==> config.mk <==
export PLATFORM = sky130hd
export DESIGN_NAME = psram_top
export DESIGN_NICKNAME = d
export VERILOG_FILES = /design/src/verilog/psram_pkg.sv /design/src/verilog/psram_mem_if.sv /design/src/verilog/psram_init.sv /design/src/verilog/psram_ctrlr.sv /design/src/verilog/psram_phy.sv /design/src/verilog/psram_top.sv
export SDC_FILE = /design/constraint.sdc
export NUM_CORES = 1
export LEC_CHECK = 0
export ABC_AREA = 1
export BUFFER_PORTS_ARGS = -buffer_cell sky130_fd_sc_hd__buf_2
export CAP_MARGIN = 20
export CORE_ASPECT_RATIO = 1.75
export CORE_MARGIN = 4
export CORE_UTILIZATION = 40
export CTS_CLUSTER_DIAMETER = 120
export CTS_CLUSTER_SIZE = 28
export DETAILED_ROUTE_END_ITERATION = 16
export PLACE_DENSITY_LB_ADDON = 0.05
export SYNTH_ARGS = -nofsm -noshare
export SYNTH_HDL_FRONTEND = slang
export SYNTH_SLANG_ARGS = --single-unit
==> constraint.sdc <==
create_clock -name clk -period 3.76 [get_ports clk]
set_clock_uncertainty 0.1 [all_clocks]
set_input_delay 0.752 -clock clk [delete_from_list [all_inputs] [get_ports clk]]
set_output_delay 0.752 -clock clk [all_outputs]
set_load 0.02 [all_outputs]
==> src/verilog/psram_pkg.sv <==
package psram_pkg;

    localparam int addr_w = 23;
    localparam int data_w = 64;
    localparam int sel_w = 8;
    localparam int mem_w = 16;
    localparam int beats = 4;

    // bus configuration register, msb first
    typedef struct packed {
        logic [2:0] rsvd_hi;
        logic [1:0] reg_sel;
        logic [1:0] rsvd_a;
        logic       op_mode;
        logic       init_lat;
        logic [2:0] lat_code;
        logic       wait_pol;
        logic       rsvd_b;
        logic       wait_cfg;
        logic [1:0] rsvd_c;
        logic [1:0] drive;
        logic       wrap;
        logic [2:0] burst_len;
    } bcr_t;

    // same address pins carry the BCR value on a cre cycle
    typedef union packed {
        logic [addr_w-1:0] linear;
        bcr_t              bcr;
    } mem_addr_u;

    // sync burst, variable latency 3, wait active high, 4 words
    localparam bcr_t bcr_default = '{
        rsvd_hi: 3'b000, reg_sel: 2'b10, rsvd_a: 2'b00,
        op_mode: 1'b0, init_lat: 1'b0, lat_code: 3'd3,
        wait_pol: 1'b1, rsvd_b: 1'b0, wait_cfg: 1'b1,
        rsvd_c: 2'b00, drive: 2'b01, wrap: 1'b1, burst_len: 3'b001
    };

endpackage

==> src/verilog/psram_mem_if.sv <==
`timescale 1ns/1ps

interface psram_mem_if;

    logic                        clk_en;
    logic                        cen_n;
    logic                        adv_n;
    logic                        oen_n;
    logic                        wen_n;
    logic                        cre;
    logic [1:0]                  be_n;
    logic [psram_pkg::addr_w-1:0] addr;
    logic [psram_pkg::mem_w-1:0]  dout;
    logic                        dout_oe;
    logic [psram_pkg::mem_w-1:0]  din;
    logic                        wait_in;

    modport seq (
        output clk_en, cen_n, adv_n, oen_n, wen_n, cre, be_n, addr, dout, dout_oe,
        input  din, wait_in
    );

    modport pins (
        input  clk_en, cen_n, adv_n, oen_n, wen_n, cre, be_n, addr, dout, dout_oe,
        output din, wait_in
    );

endinterface

==> src/verilog/psram_init.sv <==
`timescale 1ns/1ps

module psram_init #(
    parameter int startup_cycles = 15000,
    parameter int bcr_we_cycles = 6
) (
    input  logic clk,
    input  logic rst_n,
    output logic init_done,
    psram_mem_if.seq mem
);

    localparam int cnt_max = (startup_cycles > bcr_we_cycles) ? startup_cycles : bcr_we_cycles;
    localparam int cnt_w = $clog2(cnt_max) + 1;

    localparam logic [2:0] st_wait = 3'd0;
    localparam logic [2:0] st_addr1 = 3'd1;
    localparam logic [2:0] st_addr2 = 3'd2;
    localparam logic [2:0] st_we = 3'd3;
    localparam logic [2:0] st_done = 3'd4;

    logic [2:0]           state_q;
    logic [cnt_w-1:0]     cnt_q;
    psram_pkg::mem_addr_u bcr_word;

    always_ff @(posedge clk or negedge rst_n) begin
        if (!rst_n) begin
            state_q <= st_wait;
            cnt_q <= cnt_w'(startup_cycles - 1);
        end else begin
            case (state_q)
                st_wait: begin
                    if (cnt_q == '0)
                        state_q <= st_addr1;
                    else
                        cnt_q <= cnt_q - 1'b1;
                end
                st_addr1: state_q <= st_addr2;
                st_addr2: begin
                    state_q <= st_we;
                    cnt_q <= cnt_w'(bcr_we_cycles - 1);
                end
                st_we: begin
                    if (cnt_q == '0)
                        state_q <= st_done;
                    else
                        cnt_q <= cnt_q - 1'b1;
                end
                st_done: state_q <= st_done;
                default: state_q <= st_wait;
            endcase
        end
    end

    assign bcr_word.bcr = psram_pkg::bcr_default;

    // asynchronous config write, memory clock stays off
    assign mem.clk_en = 1'b0;
    assign mem.addr = bcr_word.linear;
    assign mem.cre = (state_q == st_addr1) || (state_q == st_addr2);
    assign mem.adv_n = (state_q != st_addr1);
    assign mem.cen_n = !(mem.cre || state_q == st_we);
    assign mem.wen_n = (state_q != st_we);
    assign mem.oen_n = 1'b1;
    assign mem.be_n = 2'b00;
    assign mem.dout = '0;
    assign mem.dout_oe = 1'b0;

    assign init_done = (state_q == st_done);

endmodule

==> src/verilog/psram_ctrlr.sv <==
`timescale 1ns/1ps

module psram_ctrlr #(
    parameter int startup_cycles = 15000,
    parameter int bcr_we_cycles = 6
) (
    input  logic                         clk,
    input  logic                         rst_n,
    output logic                         controller_ready,
    input  logic [psram_pkg::addr_w-1:0] fml_adr,
    input  logic                         fml_stb,
    input  logic                         fml_we,
    input  logic [psram_pkg::sel_w-1:0]  fml_sel,
    input  logic [psram_pkg::data_w-1:0] fml_di,
    output logic [psram_pkg::data_w-1:0] fml_do,
    output logic                         fml_eack,
    psram_mem_if.seq                     mem
);

    localparam int lane_w = psram_pkg::mem_w / 8;

    localparam logic [1:0] st_idle = 2'd0;
    localparam logic [1:0] st_write = 2'd1;
    localparam logic [1:0] st_read = 2'd2;

    // cycle numbers counted from the accepting edge
    localparam logic [3:0] wr_last = 4'd11;
    localparam logic [3:0] wr_first = wr_last - 4'(psram_pkg::beats) + 4'd1;
    localparam logic [3:0] rd_oe = 4'd7;
    localparam logic [3:0] rd_last = 4'd12;
    localparam logic [3:0] rd_first = rd_last - 4'(psram_pkg::beats) + 4'd1;

    logic [1:0]                         state_q;
    logic [3:0]                         cyc_q;
    psram_pkg::mem_addr_u               addr_q;
    logic [psram_pkg::data_w-1:0]       dat_q;
    logic [psram_pkg::sel_w-1:0]        be_q;
    logic                               init_done;
    logic                               accept;
    logic                               last_cyc;
    logic [3:0]                         beat_off;
    logic [$clog2(psram_pkg::beats)-1:0] beat;

    logic                        seq_clk_en;
    logic                        seq_cen_n;
    logic                        seq_adv_n;
    logic                        seq_oen_n;
    logic                        seq_wen_n;
    logic [1:0]                  seq_be_n;
    logic [psram_pkg::mem_w-1:0] seq_dout;
    logic                        seq_dout_oe;

    psram_mem_if init_bus ();

    psram_init #(
        .startup_cycles(startup_cycles),
        .bcr_we_cycles(bcr_we_cycles)
    ) u_init (
        .clk(clk),
        .rst_n(rst_n),
        .init_done(init_done),
        .mem(init_bus.seq)
    );

    assign init_bus.din = mem.din;
    assign init_bus.wait_in = mem.wait_in;

    assign controller_ready = init_done;
    assign accept = init_done && (state_q == st_idle) && fml_stb;
    assign last_cyc = (state_q == st_write) ? (cyc_q == wr_last) : (cyc_q == rd_last);
    assign beat_off = (state_q == st_read) ? cyc_q - rd_first : cyc_q - wr_first;
    assign beat = beat_off[$clog2(psram_pkg::beats)-1:0];

    always_ff @(posedge clk or negedge rst_n) begin
        if (!rst_n) begin
            state_q <= st_idle;
            cyc_q <= 4'd0;
        end else if (accept) begin
            state_q <= fml_we ? st_write : st_read;
            cyc_q <= 4'd1;
        end else if (state_q != st_idle) begin
            if (last_cyc) begin
                state_q <= st_idle;
                cyc_q <= 4'd0;
            end else begin
                cyc_q <= cyc_q + 4'd1;
            end
        end
    end

    // address word holds the BCR value until init is through
    always_ff @(posedge clk) begin
        if (!init_done) begin
            addr_q.linear <= init_bus.addr;
        end else if (accept) begin
            addr_q.linear <= fml_adr;
            dat_q <= fml_di;
            be_q <= ~fml_sel;
        end
        if (state_q == st_read && cyc_q >= rd_first && cyc_q < rd_last)
            dat_q[beat*psram_pkg::mem_w +: psram_pkg::mem_w] <= mem.din;
    end

    // last read beat is taken straight from the pin stage register
    assign fml_do = {mem.din, dat_q[psram_pkg::data_w-psram_pkg::mem_w-1:0]};

    always_comb begin
        seq_clk_en = 1'b0;
        seq_cen_n = 1'b1;
        seq_adv_n = 1'b1;
        seq_oen_n = 1'b1;
        seq_wen_n = 1'b1;
        seq_be_n = 2'b00;
        seq_dout = '0;
        seq_dout_oe = 1'b0;
        fml_eack = 1'b0;
        case (state_q)
            st_write: begin
                seq_clk_en = 1'b1;
                seq_cen_n = 1'b0;
                if (cyc_q == 4'd1) begin
                    seq_adv_n = 1'b0;
                    seq_wen_n = 1'b0;
                end
                if (cyc_q >= wr_first) begin
                    seq_dout_oe = 1'b1;
                    seq_dout = dat_q[beat*psram_pkg::mem_w +: psram_pkg::mem_w];
                    seq_be_n = be_q[beat*lane_w +: lane_w];
                end
                fml_eack = (cyc_q == wr_last);
            end
            st_read: begin
                if (cyc_q < rd_last) begin
                    seq_clk_en = 1'b1;
                    seq_cen_n = 1'b0;
                    seq_adv_n = (cyc_q != 4'd1);
                    seq_oen_n = (cyc_q < rd_oe);
                end
                fml_eack = (cyc_q == rd_last);
            end
            default: ;
        endcase
    end

    // bus goes to the sequencer once init is done
    always_comb begin
        if (init_done) begin
            mem.clk_en = seq_clk_en;
            mem.cen_n = seq_cen_n;
            mem.adv_n = seq_adv_n;
            mem.oen_n = seq_oen_n;
            mem.wen_n = seq_wen_n;
            mem.cre = 1'b0;
            mem.be_n = seq_be_n;
            mem.dout = seq_dout;
            mem.dout_oe = seq_dout_oe;
        end else begin
            mem.clk_en = init_bus.clk_en;
            mem.cen_n = init_bus.cen_n;
            mem.adv_n = init_bus.adv_n;
            mem.oen_n = init_bus.oen_n;
            mem.wen_n = init_bus.wen_n;
            mem.cre = init_bus.cre;
            mem.be_n = init_bus.be_n;
            mem.dout = init_bus.dout;
            mem.dout_oe = init_bus.dout_oe;
        end
    end

    assign mem.addr = addr_q.linear;

endmodule

==> src/verilog/psram_phy.sv <==
`timescale 1ns/1ps

module psram_phy (
    input  logic                         clk,
    input  logic                         rst_n,
    psram_mem_if.pins                    mem,
    output logic                         mem_clk,
    output logic                         mem_cen_n,
    output logic                         mem_adv_n,
    output logic                         mem_oen_n,
    output logic                         mem_wen_n,
    output logic                         mem_cre,
    output logic [1:0]                   mem_be_n,
    output logic [psram_pkg::addr_w-1:0] mem_addr,
    output logic [psram_pkg::mem_w-1:0]  mem_dq_o,
    output logic                         mem_dq_oe,
    input  logic [psram_pkg::mem_w-1:0]  mem_dq_i,
    input  logic                         mem_wait
);

    logic                        clk_en_q;
    logic [psram_pkg::mem_w-1:0] dq_q;

    always_ff @(posedge clk or negedge rst_n) begin
        if (!rst_n) begin
            clk_en_q <= 1'b0;
            mem_cen_n <= 1'b1;
            mem_adv_n <= 1'b1;
            mem_oen_n <= 1'b1;
            mem_wen_n <= 1'b1;
            mem_cre <= 1'b0;
            mem_dq_oe <= 1'b0;
            mem.wait_in <= 1'b0;
        end else begin
            clk_en_q <= mem.clk_en;
            mem_cen_n <= mem.cen_n;
            mem_adv_n <= mem.adv_n;
            mem_oen_n <= mem.oen_n;
            mem_wen_n <= mem.wen_n;
            mem_cre <= mem.cre;
            mem_dq_oe <= mem.dout_oe;
            mem.wait_in <= mem_wait;
        end
    end

    always_ff @(posedge clk) begin
        mem_be_n <= mem.be_n;
        mem_addr <= mem.addr;
        dq_q <= mem.dout;
        mem.din <= mem_dq_i;
    end

    // memory samples on the falling edge of clk, mid-way through each output cycle
    assign mem_clk = clk_en_q & ~clk;

    assign mem_dq_o = mem_dq_oe ? dq_q : '0;

endmodule

==> src/verilog/psram_top.sv <==
`timescale 1ns/1ps

module psram_top #(
    parameter int startup_cycles = 15000,
    parameter int bcr_we_cycles = 6
) (
    input  logic                         clk,
    input  logic                         rst_n,
    output logic                         controller_ready,
    input  logic [psram_pkg::addr_w-1:0] fml_adr,
    input  logic                         fml_stb,
    input  logic                         fml_we,
    input  logic [psram_pkg::sel_w-1:0]  fml_sel,
    input  logic [psram_pkg::data_w-1:0] fml_di,
    output logic [psram_pkg::data_w-1:0] fml_do,
    output logic                         fml_eack,
    output logic                         mem_clk,
    output logic                         mem_cen_n,
    output logic                         mem_adv_n,
    output logic                         mem_oen_n,
    output logic                         mem_wen_n,
    output logic                         mem_cre,
    output logic [1:0]                   mem_be_n,
    output logic [psram_pkg::addr_w-1:0] mem_addr,
    output logic [psram_pkg::mem_w-1:0]  mem_dq_o,
    output logic                         mem_dq_oe,
    input  logic [psram_pkg::mem_w-1:0]  mem_dq_i,
    input  logic                         mem_wait
);

    psram_mem_if mem ();

    psram_ctrlr #(
        .startup_cycles(startup_cycles),
        .bcr_we_cycles(bcr_we_cycles)
    ) u_ctrlr (
        .clk(clk),
        .rst_n(rst_n),
        .controller_ready(controller_ready),
        .fml_adr(fml_adr),
        .fml_stb(fml_stb),
        .fml_we(fml_we),
        .fml_sel(fml_sel),
        .fml_di(fml_di),
        .fml_do(fml_do),
        .fml_eack(fml_eack),
        .mem(mem.seq)
    );

    psram_phy u_phy (
        .clk(clk),
        .rst_n(rst_n),
        .mem(mem.pins),
        .mem_clk(mem_clk),
        .mem_cen_n(mem_cen_n),
        .mem_adv_n(mem_adv_n),
        .mem_oen_n(mem_oen_n),
        .mem_wen_n(mem_wen_n),
        .mem_cre(mem_cre),
        .mem_be_n(mem_be_n),
        .mem_addr(mem_addr),
        .mem_dq_o(mem_dq_o),
        .mem_dq_oe(mem_dq_oe),
        .mem_dq_i(mem_dq_i),
        .mem_wait(mem_wait)
    );

endmodule

==> flow_summary.json, run 1 <==
{
  "via_per_inst": 4.76,
  "final_cell_mix": "nand2_1 (250), buf_2 (228), inv_1 (147), dfxtp_1 (144), o211ai_1 (78)",
  "cp-end-kind": "output port",
  "peakVddDrop_v": 0.000466,
  "grt_pass1_vias": 6964,
  "rows": 69,
  "gp_congestion": 0.832,
  "power_uw": 8510,
  "syn_area_per_cell_um2": 8.03,
  "use_met2_pct": 35.6,
  "syn_inst": 1035,
  "place_inst": 1421,
  "ys_types": 36,
  "coreArea_um2": 20400,
  "insertion_delay_ns": 0.55,
  "die_area_um2": 23200,
  "status": "finished, final reports clean",
  "layout.area.seq_um2": 3920,
  "rrSetupSlack_ns": 0.71,
  "wl_per_cell_um": 15.6,
  "grt_util_met3_pct": 6.30,
  "busiest_layer": "met2",
  "grt_use_total_pct": 19.9,
  "synth_ff_type": "dfxtp_1",
  "io_buffers": 228,
  "grt_pass1_wl_mm": 35.7,
  "finalHoldViolations": 0,
  "syn_area_um2": 8310,
  "layout_commonest_cell": "nand2_1",
  "slew_headroom_pct": 45.9,
  "finalSetupViolations": 0,
  "fill_cells": 2107,
  "vias": 6944,
  "drv_cap": 0,
  "path_buf_inv": 3,
  "synthTopCellsByArea": "dfxtp_1 (35%), nand2_1 (11%), o211ai_1 (7.0%)",
  "fin_nets": 1322,
  "area_delta_synth_final_pct": 18.1,
  "min_path_type": "primary input to async pin",
  "required_ns": 2.91,
  "worst_slew_pin_slew_ns": 0.810,
  "synth_edf_count": 8,
  "postCtsResizedCells": 0,
  "ant_nets": 0,
  "power_density_nw_per_um2": 867,
  "start_kind": "clock port",
  "hpwl_mm": 17.4,
  "crit_top_cell": "clkbuf_16",
  "grt_setup_unrepaired": "no",
  "synth_fp_nets": 1162,
  "worstSetupPathType": "clock port to output port",
  "cts_setup_buffers": 0,
  "tns_ns": 0,
  "grt_max_degree": 67,
  "synth-seq-cells": 183,
  "fin_util_pct": 48.1,
  "dr.pass1.iters": 5,
  "synth_top_area_share_pct": 34.7,
  "io_pins": 230,
  "cp_slowest_cell": "buf_2",
  "cts_tree": "built",
  "die_y_um": 199,
  "wl_mm": 22.8,
  "antenna_found_initial": 7,
  "finalMaxSlewViolations": 0,
  "yosysTopAreaCell": "dfxtp_1",
  "slowest_delay_ns": 0.17,
  "drc_errors": 0,
  "cp_data_arrival_time_ns": 2.38,
  "ys.warnings.count": 0,
  "path_delay_family": "buffers and inverters",
  "layout-drive-gt1-share_pct": 27.2,
  "p_leak_uw": 0.00508,
  "cp_max_fo": 2,
  "yosysSeqAreaShare_pct": 47.1,
  "gr-usage-met1_pct": 21.8,
  "synthArstFlopShare_pct": 16.9,
  "grt_overflow": 0,
  "multi_input_area_um2": 3150,
  "clk_pin_slew_ns": 0.07,
  "fin_cells": 1459,
  "path_cells": "clkbuf_16 -> clkbuf_16 -> nor2_1 -> buf_2",
  "die_w_um": 117,
  "start_util_pct": 40.8,
  "postCtsHoldBufs": 0,
  "drtIter0Drc": 221
}
[cells by family after synthesis]
family / share of synthesized area (%)
simple gates: 18.3
buf+inv: 15.1
compound gates: 17.2
flops: 47.1
fa+ha+maj: 1.66
xor+xnor: 0.632
[Yosys cell counts (8+ instances only)]
cell,instances
nand2_1,251
inv_1,147
dfxtp_1,144
o211ai_1,78
nor2_1,56
buf_4,54
o21ai_1,39
a21oi_1,38
o21ai_0,33
nand3_1,30
buf_2,19
dfrtp_1,18
o211ai_2,14
dfstp_2,13
buf_6,12
clkbuf_1,12
ha_1,11
nor3_1,10
o21ai_2,10
edfxtp_1,8
[flip-flops by register name (all words and copies together) (netlist names)]
name,flops
u_ctrlr.dat_q,64
u_ctrlr.mem.addr,23
u_phy.mem_addr,23
u_phy.dq_q,16
u_phy.mem.din,16
u_ctrlr.u_init.cnt_q,15
u_ctrlr.be_q,8
u_ctrlr.cyc_q,4
u_ctrlr.u_init.state_q,3
u_ctrlr.state_q,2
u_phy.mem_be_n,2
u_phy.clk_en_q,1
u_phy.mem_adv_n,1
u_phy.mem_cen_n,1
u_phy.mem_cre,1
u_phy.mem_dq_oe,1
u_phy.mem_oen_n,1
u_phy.mem_wen_n,1
[metrics by stage]
| stage | hold slack [ns] | worst slack (ns) | area (um^2) |
|---|---|---|---|
| 3_5_place_dp | 0.238 | 0.668 | 9160 |
| 2_1_floorplan | 0.231 | 0.735 | 8310 |
| 4_1_cts | 0.167 | 0.510 | 9800 |
| 3_3_place_gp | 0.235 | 0.661 | 9160 |
| 5_1_grt | 0.178 | 0.399 | 9810 |
| 6_report | 0.161 | 0.523 | 9810 |
[power breakdown]
group | switching (uW) | internal [uW] | leakage [uW]
registers | 349 | 2670 | 0.00165
clock network | 841 | 1060 | 0.000312
logic | 2350 | 1230 | 0.00311
[layer usage]
metal | wire (um) | up-vias
met1 | 8770 | 3126
met5 | 35 | -
met2 | 12000 | 172
li1 | - | 3598
met3 | 1560 | 40
met4 | 475 | 8
[layout make-up]
class	count	share of cell area, %
clock buffers	21	5.15
diodes	3	0.0765
well taps	248	3.16
multi-input cells	602	32.1
flip-flops and latches	183	39.9
repair buffers	235	12.3
inverters	152	5.84
clock inverters	15	1.47
[path summary, 6_finish.rpt]
kind,start,end,cells after the start
min in group clk,mem_dq_i[8],u_phy.mem.din[8],1
worst max-delay path,clk,mem_clk,4
max in group asynchronous,rst_n,u_ctrlr.u_init.cnt_q[5],1
worst max register to register,u_ctrlr.state_q[0],u_ctrlr.dat_q[3],8
worst min register to register,u_ctrlr.mem.addr[2],u_phy.mem_addr[2],0
worst min-delay path,rst_n,u_ctrlr.cyc_q[3],1
Power figures use the tool's default switching activity.
==> inputs of run 2 (changes only) <==
--- a/config.mk
+++ b/config.mk
@@ -6,7 +6,6 @@
 export NUM_CORES = 1
 export LEC_CHECK = 0
 export ABC_AREA = 1
-export BUFFER_PORTS_ARGS = -buffer_cell sky130_fd_sc_hd__buf_2
 export CAP_MARGIN = 20
 export CORE_ASPECT_RATIO = 1.75
 export CORE_MARGIN = 4
@@ -14,7 +13,9 @@
 export CTS_CLUSTER_DIAMETER = 120
 export CTS_CLUSTER_SIZE = 28
 export DETAILED_ROUTE_END_ITERATION = 16
+export DONT_BUFFER_PORTS = 1
 export PLACE_DENSITY_LB_ADDON = 0.05
 export SYNTH_ARGS = -nofsm -noshare
 export SYNTH_HDL_FRONTEND = slang
+export SYNTH_HIERARCHICAL = 1
 export SYNTH_SLANG_ARGS = --single-unit
==> run 2 against run 1 <==
Die area up 15%. Clock-buffer cell count up 1. Critical path depth down 1. Utilization down 6.5 points. Global-route usage up 0.26 points. Wire length up 16%. Critical endpoint unchanged. Sequential share of layout area up 2.4 points. First-iteration DRC count up 77%. Power up 2.9%. Worst hold slack worse by 0.041 ns. Worst setup slack worse by 0.057 ns. Final area down 0.22%.
==> flow_summary.json, run 2 <==
{
  "wl_mm": 26.5,
  "area_delta_synth_final_pct": 1.82,
  "tns_ns": 0,
  "fill_cells": 2523,
  "cp_slowest_cell": "nor2_1",
  "cp_data_arrival_time_ns": 2.44,
  "antenna_found_initial": 0,
  "slowest_delay_ns": 0.31,
  "min_path_type": "primary input to flip-flop",
  "cp_max_fo": 2,
  "rows": 74,
  "gp_congestion": 0.838,
  "vias": 7423,
  "drv_cap": 0,
  "max_freq_mhz": 307,
  "grt_setup_unrepaired": "no",
  "worst_slew_pin_slew_ns": 1.02,
  "finalMaxSlewViolations": 0,
  "p_leak_uw": 0.00485,
  "die_y_um": 213,
  "layout_commonest_cell": "nand2_1",
  "syn_area_um2": 9610,
  "start_kind": "clock port",
  "peakVddDrop_v": 0.000507,
  "required_ns": 2.91,
  "postCtsResizedCells": 0,
  "io_buffers": 0,
  "fin_nets": 1346,
  "syn_inst": 1314,
  "power_density_nw_per_um2": 894,
  "via_per_inst": 4.84,
  "timing.final.crit_share_pct": 87.6,
  "grt_pass1_vias": 7322,
  "io_pins": 230,
  "path_cells": "clkbuf_16 -> clkbuf_16 -> nor2_1",
  "finalSetupViolations": 0,
  "hpwl_mm": 19.3,
  "die_w_um": 125,
  "largest_reg_flops": 64,
  "start_util_pct": 40.9,
  "syn_area_per_cell_um2": 7.32,
  "finalHoldViolations": 0,
  "grt_use_total_pct": 20.1,
  "ant_nets": 0,
  "slew_headroom_pct": 32.0,
  "grt_max_degree": 74,
  "grt_pass1_wl_mm": 41.5,
  "worstSetupPathType": "clock port to output port",
  "layout-drive-gt1-share_pct": 8.61,
  "fin_cells": 1535,
  "final_cell_mix": "nand2_1 (545), nand3_1 (162), dfxtp_1 (121), inv_1 (56), conb_1 (44)",
  "die_area_um2": 26700,
  "insertion_delay_ns": 0.55,
  "num_antenna_cells": 0,
  "ys.warnings.count": 6,
  "cts_tree": "built",
  "drtIter0Drc": 391,
  "coreArea_um2": 23500,
  "crit_top_cell": "clkbuf_16",
  "drc_errors": 0,
  "wl_per_cell_um": 17.3,
  "grt_overflow": 0,
  "dr.pass1.iters": 5,
  "cp-end-kind": "output port",
  "status": "finished, final reports clean",
  "fin_crit_ns": 3.29,
  "largest-register": "u_ctrlr/dat_q",
  "clk_pin_slew_ns": 0.07,
  "place_inst": 1498
}
-- run 2: layout make-up --
cell class | instances | area (um^2) | share of cell area, %
Sequential cell | 183 | 4150 | 42.3
Clock buffer | 22 | 529 | 5.41
Inverter | 68 | 259 | 2.65
Timing Repair Buffer | 15 | 128 | 1.30
Multi-Input combinational cell | 930 | 4200 | 43.0
Tap cell | 304 | 380 | 3.89
Clock inverter | 13 | 143 | 1.46
-- run 2: worst paths after layout --
kind / slack [ns] / depth (start not counted) / from / to
worst min-delay path: 0.12 / 0 / mem_dq_i[1] / u_phy/mem.din[1]
worst min register to register: 0.24 / 0 / u_ctrlr/mem.addr[5] / u_phy/mem_addr[5]
worst max register to register: 0.50 / 9 / u_ctrlr/state_q[0] / u_ctrlr/dat_q[18]
max in group asynchronous: 2.74 / 2 / rst_n / u_phy/mem_oen_n
min in group asynchronous: 0.58 / 2 / rst_n / u_ctrlr/u_init/cnt_q[8]
worst max-delay path: 0.47 / 3 / clk / mem_clk
-- run 2: power by group --
part | switching [uW] | internal (uW) | leakage, uW
sequential | 874 | 2570 | 0.00167
clock | 828 | 1160 | 0.000328
combinational | 2320 | 989 | 0.00285
total | 4030 | 4720 | 0.00485
-- run 2: routing by layer --
metal,part of all wire [%],track usage [%],vias to the layer above
met1,40,23.0,3371
li1,-,-,3822
met2,52,35.2,203
met4,2.3,8.53,0
met3,5.4,5.78,27
met5,0,0,-
-- run 2: repair_timing --
| item | CTS | global route |
|---|---|---|
| setup endpoints to repair | 0 | 0 |
| hold buffers | 2 | 0 |
| hold endpoints to repair | 31 | 0 |
| setup buffers | 0 | 0 |
-- run 2: worst max-delay path, delay by kind of cell --
family	cells	cell delay, ns
buffers and inverters	2	0.25
and+or+nand+nor	1	0.31
-- run 2: through the flow --
| step | worst slack (ns) | instance area [um^2] | hold WS (ns) | util [%] | total power, uW |
|---|---|---|---|---|---|
| 2_1_floorplan | 0.735 | 9770 | 0.223 | - | 6260 |
| 3_3_place_gp | 0.550 | 9090 | 0.224 | 38.6 | 6790 |
| 3_5_place_dp | 0.522 | 9090 | 0.228 | 38.6 | 6830 |
| 4_1_cts | 0.447 | 9790 | 0.0825 | 41.6 | 8860 |
| 5_1_grt | 0.252 | 9790 | 0.0834 | 41.6 | 9430 |
| 6_report | 0.466 | 9790 | 0.119 | 41.6 | 8750 |
==> inputs of run 3 (changes only) <==
--- a/config.mk
+++ b/config.mk
@@ -5,7 +5,6 @@
 export SDC_FILE = /design/constraint.sdc
 export NUM_CORES = 1
 export LEC_CHECK = 0
-export ABC_AREA = 1
 export CAP_MARGIN = 20
 export CORE_ASPECT_RATIO = 1.75
 export CORE_MARGIN = 4
==> run 3 against run 2 <==
Via count fell by 29%. Final area fell by 8.1%. Sequential cell count did not move. Die area fell by 9.0%. Synthesized cell count fell by 39%. Clock-buffer cell count rose by 1. Critical path depth did not move. First-iteration DRC count fell by 36%. Utilization rose by 0.24 points. Final cell count fell by 33%. Wire length fell by 19%. Largest cell class is now registers. Largest power group unchanged.
==> flow_summary.json, run 3 <==
{
  "status": "finished, final reports clean",
  "cp_slowest_cell": "nor2b_1",
  "worstReg2RegStart": "u_ctrlr/state_q[0]",
  "power_density_nw_per_um2": 853,
  "grt_pass1_wl_mm": 32.8,
  "worstSetupPathType": "clock port to output port",
  "tns_ns": 0,
  "peakVddDrop_v": 0.000471,
  "rows": 71,
  "finalMaxSlewViolations": 0,
  "syn_area_um2": 8700,
  "final_cell_mix": "mux2i_1 (133), dfxtp_1 (121), conb_1 (44), nand2_1 (43), edfxtp_1 (31)",
  "ys.warnings.count": 6,
  "fin_nets": 859,
  "p_switching_uw": 3070,
  "cts_setup_buffers": 0,
  "reg2reg_depth": 7,
  "pwr-share-seq_pct": 45.3,
  "layout_commonest_cell": "mux2i_1",
  "cp_max_fo": 2,
  "insertion_delay_ns": 0.54,
  "grt_use_total_pct": 17.9,
  "hpwl_mm": 15.4,
  "finalHoldViolations": 0,
  "cts_tree": "built",
  "p_int_uw": 4610,
  "drc_errors": 0,
  "min_path_type": "primary input to flip-flop",
  "largest_reg_flops": 64,
  "path_cells": "clkbuf_16 -> clkbuf_16 -> nor2b_1",
  "dr.pass1.iters": 4,
  "grt_pass1_vias": 5458,
  "p_sw_share_pct": 39.9,
  "area_delta_synth_final_pct": 3.42,
  "vias": 5292,
  "p_comb_share_pct": 30.3,
  "syn_inst": 804,
  "worstHoldStart": "mem_dq_i[9]",
  "largest-register": "u_ctrlr/dat_q",
  "postCtsResizedCells": 0,
  "slew_headroom_pct": 26.1,
  "die_w_um": 119,
  "drv_cap": 0,
  "path_buf_inv": 2,
  "start_util_pct": 40.5,
  "path_delay_family": "simple AND/OR/NAND/NOR gates",
  "start_kind": "clock port",
  "via_per_inst": 5.11,
  "grt_max_degree": 39,
  "grt_setup_unrepaired": "no",
  "syn_area_per_cell_um2": 10.8,
  "finalInstanceArea_um2": 9000,
  "grt_overflow": 0,
  "num_antenna_cells": 0,
  "antenna_found_initial": 1,
  "io_pins": 230,
  "ant_nets": 0,
  "pwr-share-clk_pct": 24.4,
  "required_ns": 2.91,
  "cp_data_arrival_time_ns": 2.53,
  "rrSetupSlack_ns": 0.80,
  "wl_mm": 21.6,
  "drtIter0Drc": 250,
  "die_y_um": 203,
  "gp_congestion": 0.782,
  "placed_area_um2": 8340,
  "min_to": "u_phy/mem.din[9]",
  "layout-drive-gt1-share_pct": 14.4,
  "postCtsHoldBufs": 2,
  "crit_top_cell": "clkbuf_16",
  "coreArea_um2": 21500,
  "p_leak_uw": 0.00371,
  "wl_per_cell_um": 20.8,
  "min_delay_path_depth": 0,
  "cp-end-kind": "output port",
  "finalSetupViolations": 0,
  "clk_pin_slew_ns": 0.07,
  "slowest_delay_ns": 0.40,
  "preCtsSetupSlack_ns": 0.724,
  "io_buffers": 0,
  "r2r-end": "u_ctrlr/dat_q[4]",
  "worst_slew_pin_slew_ns": 1.11,
  "die_area_um2": 24300,
  "setup_ws_ns": 0.380,
  "hold-worst-slack_ns": 0.129
}
==> run 3: changes by cell type in the layout (fill, tap and decap cells not counted), sizes merged, moves of 23 or more <==
| cell | previous run | this run |
|---|---|---|
| nor3 | 34 | 11 |
| mux2 | 0 | 23 |
| nor2 | 41 | 17 |
| nand3 | 164 | 29 |
| nand2 | 562 | 44 |
| inv | 69 | 29 |
| mux2i | 0 | 133 |
==> run 3: metrics by stage <==
stage | utilization, % | power [uW] | std cells
2_1_floorplan | - | 5550 | 846
3_3_place_gp | 38.8 | 5830 | 999
3_5_place_dp | 38.8 | 5900 | 999
4_1_cts | 41.9 | 7810 | 1036
5_1_grt | 41.9 | 8150 | 1036
6_report | 41.9 | 7680 | 1036
==> run 3: area by class of cell <==
class | count | area [um^2]
Inverter | 25 | 96.3
Clock inverter | 12 | 119
Timing Repair Buffer | 13 | 125
Sequential cell | 183 | 4150
Tap cell | 292 | 365
Clock buffer | 23 | 512
Fill cell | 2130 | 12500
Multi-Input combinational cell | 488 | 3640
==> run 3: power by group through the flow <==
stage               clock [uW]  sequential, uW  combinational [uW]
CTS                       1950            3490                2370
global placement          7.55            3520                2300
detailed placement        7.55            3530                2360
finish                    1870            3480                2330
floorplan                 7.56            2960                2590
global route              2020            3550                2580
==> run 3: how the worst max path moves through the flow <==
stage	from	end	cells after the start
global placement	clk	mem_clk	1
detailed placement	clk	mem_clk	1
finish	clk	mem_clk	3
CTS	clk	mem_clk	3
floorplan	u_ctrlr/u_init/state_q[2]	u_ctrlr/dat_q[57]	9
global route	clk	mem_clk	3
==> run 3: layer usage <==
metal	vias to the layer above	track usage (%)	share of wire, %
met3	26	6.16	6.2
met5	-	0	0.083
met1	2566	17.2	35
li1	2538	-	-
met4	2	7.41	2.2
met2	160	34.2	57
==> run 3: worst reg2reg max path: cells and delay by family (launching register included) <==
family        cells  cell delay (ns)
mux               1             0.15
fa+ha+maj         2             0.71
simple gates      2             0.89
buf+inv           1             0.08
flops             1             0.35
xor+xnor          1             0.62
